===== src/include/csr_defs.svh =====
`ifndef CSR_DEFS_SVH
`define CSR_DEFS_SVH

// width of every CSR and of the access data path
`define CSR_DATA_W 32

// CSR number field of csrrd / csrwr / csrxchg
`define CSR_NUM_W 14

// exception codes that also update BADV
// ADEF records the fetch pc
`define CSR_ECODE_ADE 6'h08

// ALE records the data vaddr
`define CSR_ECODE_ALE 6'h09

// timer counter value meaning "stopped"
// reset value of TVAL and the state a one-shot timer falls back to
`define CSR_TIMER_IDLE 32'hffff_ffff

`endif


===== src/source/csr_pkg.sv =====
`include "csr_defs.svh"

package csr_pkg;

    // implemented CSR numbers
    // anything else is unimplemented: writes are dropped, reads give zero
    typedef enum logic [`CSR_NUM_W-1:0] {
        csr_crmd   = 14'h000,
        csr_prmd   = 14'h001,
        csr_ecfg   = 14'h004,
        csr_estat  = 14'h005,
        csr_era    = 14'h006,
        csr_badv   = 14'h007,
        csr_eentry = 14'h00c,
        csr_save0  = 14'h030,
        csr_save1  = 14'h031,
        csr_save2  = 14'h032,
        csr_save3  = 14'h033,
        csr_tid    = 14'h040,
        csr_tcfg   = 14'h041,
        csr_tval   = 14'h042,
        csr_ticlr  = 14'h044,
        csr_llbctl = 14'h060
    } csr_num_e;

    // one CSR access from the pipeline, issued every cycle
    // num stays a plain vector so unimplemented numbers can be carried
    typedef struct packed {
        logic                   re;
        logic                   we;
        logic [`CSR_NUM_W-1:0]  num;
        logic [`CSR_DATA_W-1:0] wmask;
        logic [`CSR_DATA_W-1:0] wvalue;
    } csr_access_t;

    // exception reported at writeback
    typedef struct packed {
        logic                   valid;
        logic [5:0]             ecode;
        logic [8:0]             esubcode;
        logic [`CSR_DATA_W-1:0] pc;
        logic [`CSR_DATA_W-1:0] vaddr;
    } wb_exc_t;

    // TCFG layout, en in bit 0
    typedef struct packed {
        logic [29:0] initval;
        logic        periodic;
        logic        en;
    } tcfg_t;

    // interrupt lines in ESTAT.IS / ECFG.LIE bit order
    // bit 0 is sw[0], bit 12 is the IPI line
    typedef struct packed {
        logic       ipi;
        logic       timer;
        logic       rsvd;
        logic [7:0] hw;
        logic [1:0] sw;
    } int_lines_t;

endpackage


===== src/source/csr_regfile.sv =====
`timescale 1ns/1ps
`include "csr_defs.svh"

module csr_regfile import csr_pkg::*; #(
    parameter logic [`CSR_DATA_W-1:0] core_id = '0
) (
    input  logic                   clk,
    input  logic                   reset,
    input  csr_access_t            csr_acc,
    input  wb_exc_t                wb_exc,
    input  logic                   ertn_flush,
    input  logic [7:0]             hw_int,
    input  logic                   timer_fire,
    input  logic [`CSR_DATA_W-1:0] tval,
    output logic [`CSR_DATA_W-1:0] csr_rvalue,
    output tcfg_t                  tcfg,
    output logic                   tcfg_load,
    output int_lines_t             estat_is,
    output int_lines_t             ecfg_lie,
    output logic                   crmd_ie,
    output logic [`CSR_DATA_W-1:0] eentry,
    output logic [`CSR_DATA_W-1:0] era
);

    // LIE bit 10 has no line behind it
    localparam logic [12:0] lie_mask = 13'h1bff;

    csr_num_e               num;
    logic                   wen;
    logic [1:0]             crmd_plv;
    logic [1:0]             prmd_pplv;
    logic                   prmd_pie;
    logic [5:0]             estat_ecode;
    logic [8:0]             estat_esubcode;
    logic [`CSR_DATA_W-1:0] badv;
    logic [25:0]            eentry_va;
    logic [`CSR_DATA_W-1:0] save_q [4];
    logic                   llbctl_klo;
    logic [`CSR_DATA_W-1:0] tid;
    tcfg_t                  tcfg_q;
    tcfg_t                  tcfg_next;
    logic                   tcfg_wr;
    logic                   ticlr_clr;
    logic                   exc_addr;
    logic [`CSR_DATA_W-1:0] crmd_rd;
    logic [`CSR_DATA_W-1:0] prmd_rd;
    logic [`CSR_DATA_W-1:0] ecfg_rd;
    logic [`CSR_DATA_W-1:0] estat_rd;
    logic [`CSR_DATA_W-1:0] llbctl_rd;
    logic [`CSR_DATA_W-1:0] crmd_wr;
    logic [`CSR_DATA_W-1:0] prmd_wr;
    logic [`CSR_DATA_W-1:0] ecfg_wr;
    logic [`CSR_DATA_W-1:0] estat_wr;
    logic [`CSR_DATA_W-1:0] eentry_wr;
    logic [`CSR_DATA_W-1:0] llbctl_wr;
    logic [`CSR_DATA_W-1:0] rdata;

    // new bit from wvalue where the mask is set, old bit elsewhere
    function automatic logic [`CSR_DATA_W-1:0] merge(input logic [`CSR_DATA_W-1:0] old_val);
        return (csr_acc.wmask & csr_acc.wvalue) | (~csr_acc.wmask & old_val);
    endfunction

    assign num = csr_num_e'(csr_acc.num);
    assign wen = csr_acc.we;

    // architectural views, reserved fields read zero
    // DA is fixed at 1 since paging is not modeled
    assign crmd_rd   = {28'b0, 1'b1, crmd_ie, crmd_plv};
    assign prmd_rd   = {29'b0, prmd_pie, prmd_pplv};
    assign ecfg_rd   = {19'b0, ecfg_lie};
    assign estat_rd  = {1'b0, estat_esubcode, estat_ecode, 3'b0, estat_is};
    assign llbctl_rd = {29'b0, llbctl_klo, 2'b0};
    assign eentry    = {eentry_va, 6'b0};

    assign crmd_wr   = merge(crmd_rd);
    assign prmd_wr   = merge(prmd_rd);
    assign ecfg_wr   = merge(ecfg_rd);
    assign estat_wr  = merge(estat_rd);
    assign eentry_wr = merge(eentry);
    assign llbctl_wr = merge(llbctl_rd);

    assign exc_addr = wb_exc.valid &&
                      (wb_exc.ecode == `CSR_ECODE_ADE || wb_exc.ecode == `CSR_ECODE_ALE);
    assign ticlr_clr = wen && num == csr_ticlr && csr_acc.wmask[0] && csr_acc.wvalue[0];

    // mode state: exception, then ertn, then software write
    always_ff @(posedge clk) begin
        if (reset) begin
            crmd_plv  <= 2'b0;
            crmd_ie   <= 1'b0;
            prmd_pplv <= 2'b0;
            prmd_pie  <= 1'b0;
        end else if (wb_exc.valid) begin
            crmd_plv  <= 2'b0;
            crmd_ie   <= 1'b0;
            prmd_pplv <= crmd_plv;
            prmd_pie  <= crmd_ie;
        end else if (ertn_flush) begin
            crmd_plv <= prmd_pplv;
            crmd_ie  <= prmd_pie;
        end else if (wen && num == csr_crmd) begin
            crmd_plv <= crmd_wr[1:0];
            crmd_ie  <= crmd_wr[2];
        end else if (wen && num == csr_prmd) begin
            prmd_pplv <= prmd_wr[1:0];
            prmd_pie  <= prmd_wr[2];
        end
    end

    always_ff @(posedge clk) begin
        if (reset) begin
            ecfg_lie <= '0;
            estat_is <= '0;
        end else begin
            if (wen && num == csr_ecfg) begin
                ecfg_lie <= ecfg_wr[12:0] & lie_mask;
            end
            // only the two software lines are writable
            if (wen && num == csr_estat) begin
                estat_is.sw <= estat_wr[1:0];
            end
            estat_is.hw   <= hw_int;
            estat_is.rsvd <= 1'b0;
            // fire beats a clear in the same cycle
            if (timer_fire) begin
                estat_is.timer <= 1'b1;
            end else if (ticlr_clr) begin
                estat_is.timer <= 1'b0;
            end
            estat_is.ipi <= 1'b0;
        end
    end

    // exception record
    always_ff @(posedge clk) begin
        if (reset) begin
            estat_ecode    <= '0;
            estat_esubcode <= '0;
            era            <= '0;
            badv           <= '0;
        end else begin
            if (wb_exc.valid) begin
                estat_ecode    <= wb_exc.ecode;
                estat_esubcode <= wb_exc.esubcode;
                era            <= wb_exc.pc;
            end else if (wen && num == csr_era) begin
                era <= merge(era);
            end
            if (exc_addr) begin
                badv <= (wb_exc.ecode == `CSR_ECODE_ADE) ? wb_exc.pc : wb_exc.vaddr;
            end else if (wen && num == csr_badv) begin
                badv <= merge(badv);
            end
        end
    end

    // plain software-owned registers
    always_ff @(posedge clk) begin
        if (reset) begin
            eentry_va  <= '0;
            llbctl_klo <= 1'b0;
            tid        <= core_id;
            tcfg_q     <= '0;
            for (int i = 0; i < 4; i++) begin
                save_q[i] <= '0;
            end
        end else if (wen) begin
            case (num)
                csr_eentry: eentry_va <= eentry_wr[31:6];
                csr_llbctl: llbctl_klo <= llbctl_wr[2];
                csr_tid:    tid <= merge(tid);
                csr_tcfg:   tcfg_q <= tcfg_next;
                csr_save0, csr_save1, csr_save2, csr_save3:
                    save_q[csr_acc.num[1:0]] <= merge(save_q[csr_acc.num[1:0]]);
                default: ;
            endcase
        end
    end

    // timer sees the written config in the write cycle so it loads at that edge
    assign tcfg_wr   = wen && num == csr_tcfg;
    assign tcfg_next = tcfg_t'(merge(tcfg_q));
    assign tcfg      = tcfg_wr ? tcfg_next : tcfg_q;
    assign tcfg_load = tcfg_wr && tcfg_next.en;

    always_comb begin
        case (num)
            csr_crmd:   rdata = crmd_rd;
            csr_prmd:   rdata = prmd_rd;
            csr_ecfg:   rdata = ecfg_rd;
            csr_estat:  rdata = estat_rd;
            csr_era:    rdata = era;
            csr_badv:   rdata = badv;
            csr_eentry: rdata = eentry;
            csr_save0, csr_save1, csr_save2, csr_save3:
                rdata = save_q[csr_acc.num[1:0]];
            csr_tid:    rdata = tid;
            csr_tcfg:   rdata = tcfg_q;
            csr_tval:   rdata = tval;
            csr_llbctl: rdata = llbctl_rd;
            // TICLR is write-only
            default:    rdata = '0;
        endcase
    end

    assign csr_rvalue = csr_acc.re ? rdata : '0;

    // pipeline never retires an exception and an ertn together
    exc_ertn_excl: assert property (@(posedge clk) disable iff (reset)
        !(wb_exc.valid && ertn_flush))
        else $error("wb_exc.valid and ertn_flush both high");

    lie_bit10_zero: assert property (@(posedge clk) disable iff (reset)
        ecfg_lie.rsvd == 1'b0)
        else $error("ECFG.LIE bit 10 set");

endmodule


===== src/source/csr_timer.sv =====
`timescale 1ns/1ps
`include "csr_defs.svh"

module csr_timer import csr_pkg::*; (
    input  logic                   clk,
    input  logic                   reset,
    input  tcfg_t                  tcfg,
    input  logic                   tcfg_load,
    output logic [`CSR_DATA_W-1:0] tval,
    output logic                   timer_fire
);

    logic [`CSR_DATA_W-1:0] cnt;
    logic [`CSR_DATA_W-1:0] reload;
    logic                   idle;

    // initval counts in units of four cycles
    assign reload = {tcfg.initval, 2'b00};
    assign idle   = cnt == `CSR_TIMER_IDLE;

    // one cycle wide, the counter leaves zero at the next edge
    assign timer_fire = tcfg.en && cnt == '0;

    always_ff @(posedge clk) begin
        if (reset) begin
            cnt <= `CSR_TIMER_IDLE;
        end else if (tcfg_load && tcfg.en) begin
            cnt <= reload;
        end else if (tcfg.en && !idle) begin
            if (cnt == '0) begin
                // periodic restarts, one-shot parks at idle
                cnt <= tcfg.periodic ? reload : `CSR_TIMER_IDLE;
            end else begin
                cnt <= cnt - 1'b1;
            end
        end
    end

    assign tval = cnt;

    // an idle counter only restarts through a load
    idle_no_fire: assert property (@(posedge clk) disable iff (reset)
        idle && !tcfg_load |=> !timer_fire)
        else $error("timer fired out of idle without a load");

endmodule


===== src/source/csr_int_arbiter.sv =====
`timescale 1ns/1ps

module csr_int_arbiter import csr_pkg::*; (
    input  int_lines_t estat_is,
    input  int_lines_t ecfg_lie,
    input  logic       crmd_ie,
    output logic       int_req,
    output logic [3:0] int_index
);

    logic [12:0] pending;

    // a line counts only when both pending and locally enabled
    assign pending = estat_is & ecfg_lie;

    // global enable from CRMD.IE gates the request
    assign int_req = crmd_ie && |pending;

    // fixed priority, highest line number wins
    // scanning upward lets a later hit overwrite an earlier one
    always_comb begin
        int_index = 4'd0;
        for (int i = 0; i < 13; i++) begin
            if (pending[i]) begin
                int_index = 4'(i);
            end
        end
    end

endmodule


===== src/source/csr_unit.sv =====
`timescale 1ns/1ps
`include "csr_defs.svh"

module csr_unit import csr_pkg::*; #(
    parameter logic [`CSR_DATA_W-1:0] core_id = '0
) (
    input  logic                   clk,
    input  logic                   reset,
    input  csr_access_t            csr_acc,
    input  wb_exc_t                wb_exc,
    input  logic                   ertn_flush,
    input  logic [7:0]             hw_int,
    output logic [`CSR_DATA_W-1:0] csr_rvalue,
    output logic                   int_req,
    output logic [3:0]             int_index,
    output logic [`CSR_DATA_W-1:0] flush_pc,
    output logic                   flush_valid
);

    tcfg_t                  tcfg;
    logic                   tcfg_load;
    logic [`CSR_DATA_W-1:0] tval;
    logic                   timer_fire;
    int_lines_t             estat_is;
    int_lines_t             ecfg_lie;
    logic                   crmd_ie;
    logic [`CSR_DATA_W-1:0] eentry;
    logic [`CSR_DATA_W-1:0] era;

    csr_regfile #(
        .core_id(core_id)
    ) u_regfile (
        .clk       (clk),
        .reset     (reset),
        .csr_acc   (csr_acc),
        .wb_exc    (wb_exc),
        .ertn_flush(ertn_flush),
        .hw_int    (hw_int),
        .timer_fire(timer_fire),
        .tval      (tval),
        .csr_rvalue(csr_rvalue),
        .tcfg      (tcfg),
        .tcfg_load (tcfg_load),
        .estat_is  (estat_is),
        .ecfg_lie  (ecfg_lie),
        .crmd_ie   (crmd_ie),
        .eentry    (eentry),
        .era       (era)
    );

    csr_timer u_timer (
        .clk       (clk),
        .reset     (reset),
        .tcfg      (tcfg),
        .tcfg_load (tcfg_load),
        .tval      (tval),
        .timer_fire(timer_fire)
    );

    csr_int_arbiter u_int_arbiter (
        .estat_is (estat_is),
        .ecfg_lie (ecfg_lie),
        .crmd_ie  (crmd_ie),
        .int_req  (int_req),
        .int_index(int_index)
    );

    // redirect target uses the pre-edge EENTRY / ERA
    assign flush_valid = wb_exc.valid || ertn_flush;
    assign flush_pc    = wb_exc.valid ? eentry : era;

endmodule


===== config.mk =====
export PLATFORM = sky130hd
export DESIGN_NAME = csr_unit
export DESIGN_NICKNAME = d
export VERILOG_FILES = /design/src/source/csr_pkg.sv /design/src/source/csr_regfile.sv /design/src/source/csr_timer.sv /design/src/source/csr_int_arbiter.sv /design/src/source/csr_unit.sv
export VERILOG_INCLUDE_DIRS = /design/src /design/src/include
export SDC_FILE = /design/constraint.sdc
export NUM_CORES = 1
export LEC_CHECK = 0
export ABC_AREA = 1
export BUFFER_PORTS_ARGS = -buffer_cell sky130_fd_sc_hd__buf_4
export CORE_UTILIZATION = 43
export CTS_CLUSTER_SIZE = 12
export DETAILED_ROUTE_END_ITERATION = 10
export PLACE_DENSITY_LB_ADDON = 0.08
export SYNTH_ARGS = -nofsm -noshare
export SYNTH_HDL_FRONTEND = slang
export SYNTH_HIERARCHICAL = 1
export SYNTH_SLANG_ARGS = --single-unit

===== constraint.sdc =====
create_clock -name clk -period 5.52 [get_ports clk]
set_input_delay 1.104 -clock clk [delete_from_list [all_inputs] [get_ports clk]]
set_output_delay 1.104 -clock clk [all_outputs]
set_load 0.01 [all_outputs]

==> After elaboration in Yosys (flattened, before gate mapping) <==
Memory sizes are Yosys's and may differ from the RTL's.
Cells that the tools add are included.
{ "classes": {"addsub": 1, "n_eq_ne": 20, "muxes": 48, "bitwise_logic": 25, "n_reduce_logical": 36} }
{ "ops": {"columns": ["cell", "count"], "rows": [
  ["32-bit 2-to-1 mux", 13],
  ["32-bit one-hot mux with 12 select lines", 1],
  ["32-bit bitwise AND", 7],
  ["32-bit OR", 6],
  ["14-bit by 7-bit == test with 1-bit output (second input constant)", 5],
  ["14-bit by 3-bit == test with 1-bit output (second input constant)", 4],
  ["14-bit by 6-bit == test with 1-bit output (second input constant)", 4],
  ["32-bit == test (second input constant)", 1],
  ["32-bit zero test", 1],
  ["32-bit inverter", 1],
  ["32-bit OR reduction", 1],
  ["32-bit by 1-bit subtractor with 32-bit output (second input constant)", 1],
  ["4-bit 2-to-1 mux", 5],
  ["2-bit 2-to-1 mux", 9],
  ["1-bit logical AND", 16],
  ["1-bit 2-to-1 mux", 16],
  ["14-bit by 1-bit == test with 1-bit output (second input constant)", 1],
  ["14-bit by 4-bit == test with 1-bit output (second input constant)", 1],
  ["14-bit zero test", 1],
  ["12-bit by 13-bit bitwise AND with 13-bit output", 1],
  ["13-bit bitwise AND", 1],
  ["13-bit OR", 1],
  ["13-bit OR reduction", 1],
  ["6-bit by 4-bit == test with 1-bit output (second input constant)", 2],
  ["13 further kinds", 30]
]} }
{ "totals": {"ff_bits": 231, "ram_bits": 128, "in_bits": 171, "out_inout_bits": 70, "mem_count": 1} }
{ "mem_list": {"columns": ["name", "words", "word_bits", "rd", "rd_clocked_by_memory_dff", "write_ports", "line_no", "rtl"], "rows": [
  ["u_regfile.save_q", 4, 32, 1, 0, 4, "csr_regfile.sv:37", "logic [`CSR_DATA_W-1:0] save_q [4];"]
]} }

==> Depth between registers and ports, before layout <==
{ "logic_depth": {"ltp_word": 13, "ltp_mapped": 17, "ltp_nobuf": 16} }

==> Modules after synthesis <==
Netlist, hierarchy kept.
{ "by_module_without_submodules": {"columns": ["module", "n_inst", "cells_each", "area_each_um2", "seq_area_each_um2"], "rows": [
  ["csr_regfile", 1, 2731, 18654.1, 7827.5],
  ["csr_timer", 1, 499, 2743.9, 640.6],
  ["csr_unit", 1, 105, 440.4, 0.0],
  ["csr_int_arbiter", 1, 42, 191.4, 0.0]
]} }

==> Worst setup path after synthesis <==
Ideal clock, no wire load.
{ "synth_timing": {"path_kind": "input-to-reg", "start": "in csr_acc[75] (netlist name)", "end": "mem u_regfile/save_q[0][0] (netlist name), enable pin", "setup_time_ns": 0.466, "t_arrival_ns": 4.226, "required_time_ns": 5.054, "setup_slack_ns": 0.828, "path_stages": 7, "path_buffers": 0, "cell_sequence": "nor2_1 > nand3_1 > nor2_4 > nand2_4 > nor2_4 > inv_1 > o21ai_0"} }
{ "synth_rtl": {"columns": ["element", "line_no", "rtl"], "rows": [
  ["start: declaration", "csr_unit.sv:9", "input csr_access_t csr_acc,"],
  ["end: declaration", "csr_regfile.sv:37", null]
]} }

==> Final worst setup path <==
{ "layout_timing": {"start": "in csr_acc[64] (netlist name)", "end": "out csr_rvalue[12]"} }
{ "layout_via": {"elab_chain_len": 4} }
{ "layout_lines": {"columns": ["element", "line_no", "rtl"], "rows": [
  ["14-bit by 6-bit == test with 1-bit output", "csr_regfile.sv:187", "case (num)"],
  ["4-bit OR reduction", "csr_regfile.sv:187", null],
  ["32-bit one-hot mux with 12 select lines (*)", "csr_regfile.sv:187", null],
  ["32-bit 2-to-1 mux (*)", "csr_regfile.sv:206", "assign csr_rvalue = csr_acc.re ? rdata : '0;"],
  ["end: declaration", "csr_unit.sv:13", "output logic [`CSR_DATA_W-1:0] csr_rvalue,"]
]} }
Every way passes the cells marked *; elsewhere a longest branch is shown, timed or not.

==> results.sh <==
export IMPL_run_status="completed"
export IMPL_startpoint_type="input pin"
export IMPL_synthFlopType="dfxtp_1"
export IMPL_rsz0062_at_grt="false"
export IMPL_worst_slew_pin_slew_ns=1.07
export IMPL_grt_overflow=0
export IMPL_post_cts_setup_buffer_count=0
export IMPL_numCtsBuffers=44
export IMPL_dp_hpwl_um=64900
export IMPL_fin_nets=3725
export IMPL_yosysWarnings=6
export IMPL_yosysTopAreaCell="dfxtp_1"
export IMPL_crit_fanout=21
export IMPL_grt_usage_pct=34.7
export IMPL_die_x_um=228
export IMPL_num_fill_cells=5226
export IMPL_dr_first_iter_drc_count=2412
export IMPL_diodes=0
export IMPL_crit_required_ns=4.42
export IMPL_ys_types=46
export IMPL_clockBufferDepth=3
export IMPL_fmax_ghz=0.212
export IMPL_register_area_um2=8470
export IMPL_async_reset_ff_share_pct=0
export IMPL_vias=23700
export IMPL_tns_ns=0
export IMPL_htreeDepth=2
export IMPL_ctsResizeCount=0
export IMPL_dieArea_um2=52100
export IMPL_yosys_area_top_type_share_pct=21.0
export IMPL_grt_pass1_vias=21900
export IMPL_synth_edf_count=128
export IMPL_power_density_nw_per_um2=249
export IMPL_antenna_found_initial=0
export IMPL_cp_end_kind="output pin"
export IMPL_multiInputGateArea_um2=11200
export IMPL_rows=82
export IMPL_finalCritPeriodShare_pct=85.6
export IMPL_netlist_area_um2=22000
export IMPL_tritoncts="done"
export IMPL_worstHoldPathType="reg -> reg"
export IMPL_io_buffers=240
export IMPL_ys_ff_latch=359
export IMPL_final_setup_viol_count=0
export IMPL_finClkSkew_ns=0.0104
export IMPL_dieHeight_um=228
export IMPL_start_util_pct=43.7
export IMPL_ios=241
export IMPL_first_pass_iters=7
export IMPL_worst_ir_drop_vdd_uv=271
export IMPL_syn_inst=3377
export IMPL_grt_pass1_wl_um=137000
export IMPL_timing_final_max_slew_violations=0
export IMPL_clock_sinks=359
export IMPL_ant_nets=0
export IMPL_critPathKind="in -> out"
export IMPL_postLayoutCoreUtil_pct=51.2
export IMPL_clockRootBuffer="clkbuf_16"
export IMPL_grt_max_degree=71
export IMPL_clk_transition_reported_paths_ns=0.06
export IMPL_synth_area_per_cell_um2=6.52
export IMPL_drive_above_1_share_pct=14.1
export IMPL_place_gp_congestion=0.949
export IMPL_hold_viol=0
export IMPL_cellLeakagePower_nw=11.8
export IMPL_core_um2=50400
export IMPL_vias_per_cell=5.57
export IMPL_drcViolationCount=0
export IMPL_clock_latency_ns=0.59
export IMPL_ys_seq_area_share_pct=38.4
export IMPL_slew_headroom_pct=27.9
export IMPL_synth_area_leaders="dfxtp_1, edfxtp_1, nand2_1, nor2_1, nand3_1"
export IMPL_wire_per_inst_um=21.8
export IMPL_arrival_ns=3.62
export IMPL_syn2layout_area_growth_pct=17.0
export IMPL_min_period_ns=4.72
export IMPL_cts_hold_buffers=0
export IMPL_maxCapViolCount=0
export IMPL_wl_um=92600
[cells in the mapped netlist (3+ instances only)]
cell      count
a21boi_0     17
o21a_1        7
edfxtp_1    128
o21bai_1     23
nand3_1     323
inv_1       390
o22ai_1      16
nor3_1       60
buf_6        11
a31oi_1      10
inv_2        40
dfxtp_1     231
o21ai_1      43
xor2_1        5
nor2_2       19
buf_4        15
nand2_2      16
xnor2_1       3
nand4_1      54
nand2_4       3
a21oi_1     139
buf_2        50
buf_1         6
nand3_2       4
nor2_1      510
nand2_1     899
ha_1          3
nor2_4       40
or2_2         5
nand3b_1      3
o211ai_1     31
o21ai_0     168
clkbuf_1     88
[path summary, 6_finish.rpt]
check / start / end / slack [ns] / cells past startpoint
worst min-delay path: flop / flop / 0.45 / 2
worst max register to register: u_regfile/tcfg_q[0] / u_timer/tval[17] / 3.10 / 10
worst min register to register: flop / flop / 0.45 / 2
worst max-delay path: csr_acc[64] / csr_rvalue[12] / 0.80 / 14
[metrics by stage]
step,area (um2),power [mW],cells,hold slack [ns],setup slack (ns)
2_1_floorplan,22100,3.18,3385,0.424,0.828
3_3_place_gp,24400,3.52,4177,0.440,0.937
3_5_place_dp,24400,3.53,4177,0.450,0.895
4_1_cts,25800,6.43,4257,0.458,0.889
5_1_grt,25800,6.58,4257,0.473,0.750
6_report,25800,6.41,4257,0.454,0.797
[cell usage in the layout (no fill, tap or decap), drive strengths merged, types with 17 or more instances in the layout]
cell type	Yosys	layout
a21boi	17	17
a21oi	141	141
buf	84	294
clkbuf	90	62
dfxtp	231	231
edfxtp	128	128
inv	432	434
nand2	919	919
nand3	327	327
nand4	54	54
nor2	570	570
nor3	61	61
o211ai	31	31
o21ai	211	211
o21bai	23	23
[report_power, final]
group | internal [mW] | switching, mW
clock network | 1.69 | 1.23
registers | 2.80 | 0.0343
logic | 0.195 | 0.462
[cell families after synthesis]
group	after synthesis	synth area share, %
other cells	1	0.0170
fa+ha+maj	3	0.170
buf+inv	608	11.4
flops	359	38.4
xor+xnor	8	0.318
compound gates	457	11.5
simple gates	1941	38.2
[routing by layer]
| metal | wire length (um) | vias up | global-route usage, % |
|---|---|---|---|
| li1 | - | 11100 | - |
| met1 | 40700 | 11200 | 49.9 |
| met2 | 41100 | 1174 | 54.5 |
| met3 | 8360 | 158 | 4.42 |
| met4 | 2360 | 0 | 9.88 |
| met5 | 0 | - | 0 |
[critical path, cell delays in order]
cell,delay (ns)
buf_4,0.17
nor2_8,0.35
nand2_2,0.17
nor2_4,0.33
nand2_2,0.25
inv_1,0.10
buf_4,0.39
nand2_1,0.10
nand2_1,0.08
nor2_1,0.04
nand2_1,0.05
inv_1,0.03
nor2_1,0.25
buf_4,0.18
[final cells by class]
type	count	share of cell area [%]
Timing Repair Buffer	294	8.76
Sequential cell	359	32.8
Clock inverter	18	0.646
Clock buffer	62	4.89
Inverter	434	6.34
Tap cell	672	3.26
Multi-Input combinational cell	2418	43.3
(Power assumes the default switching activity.)
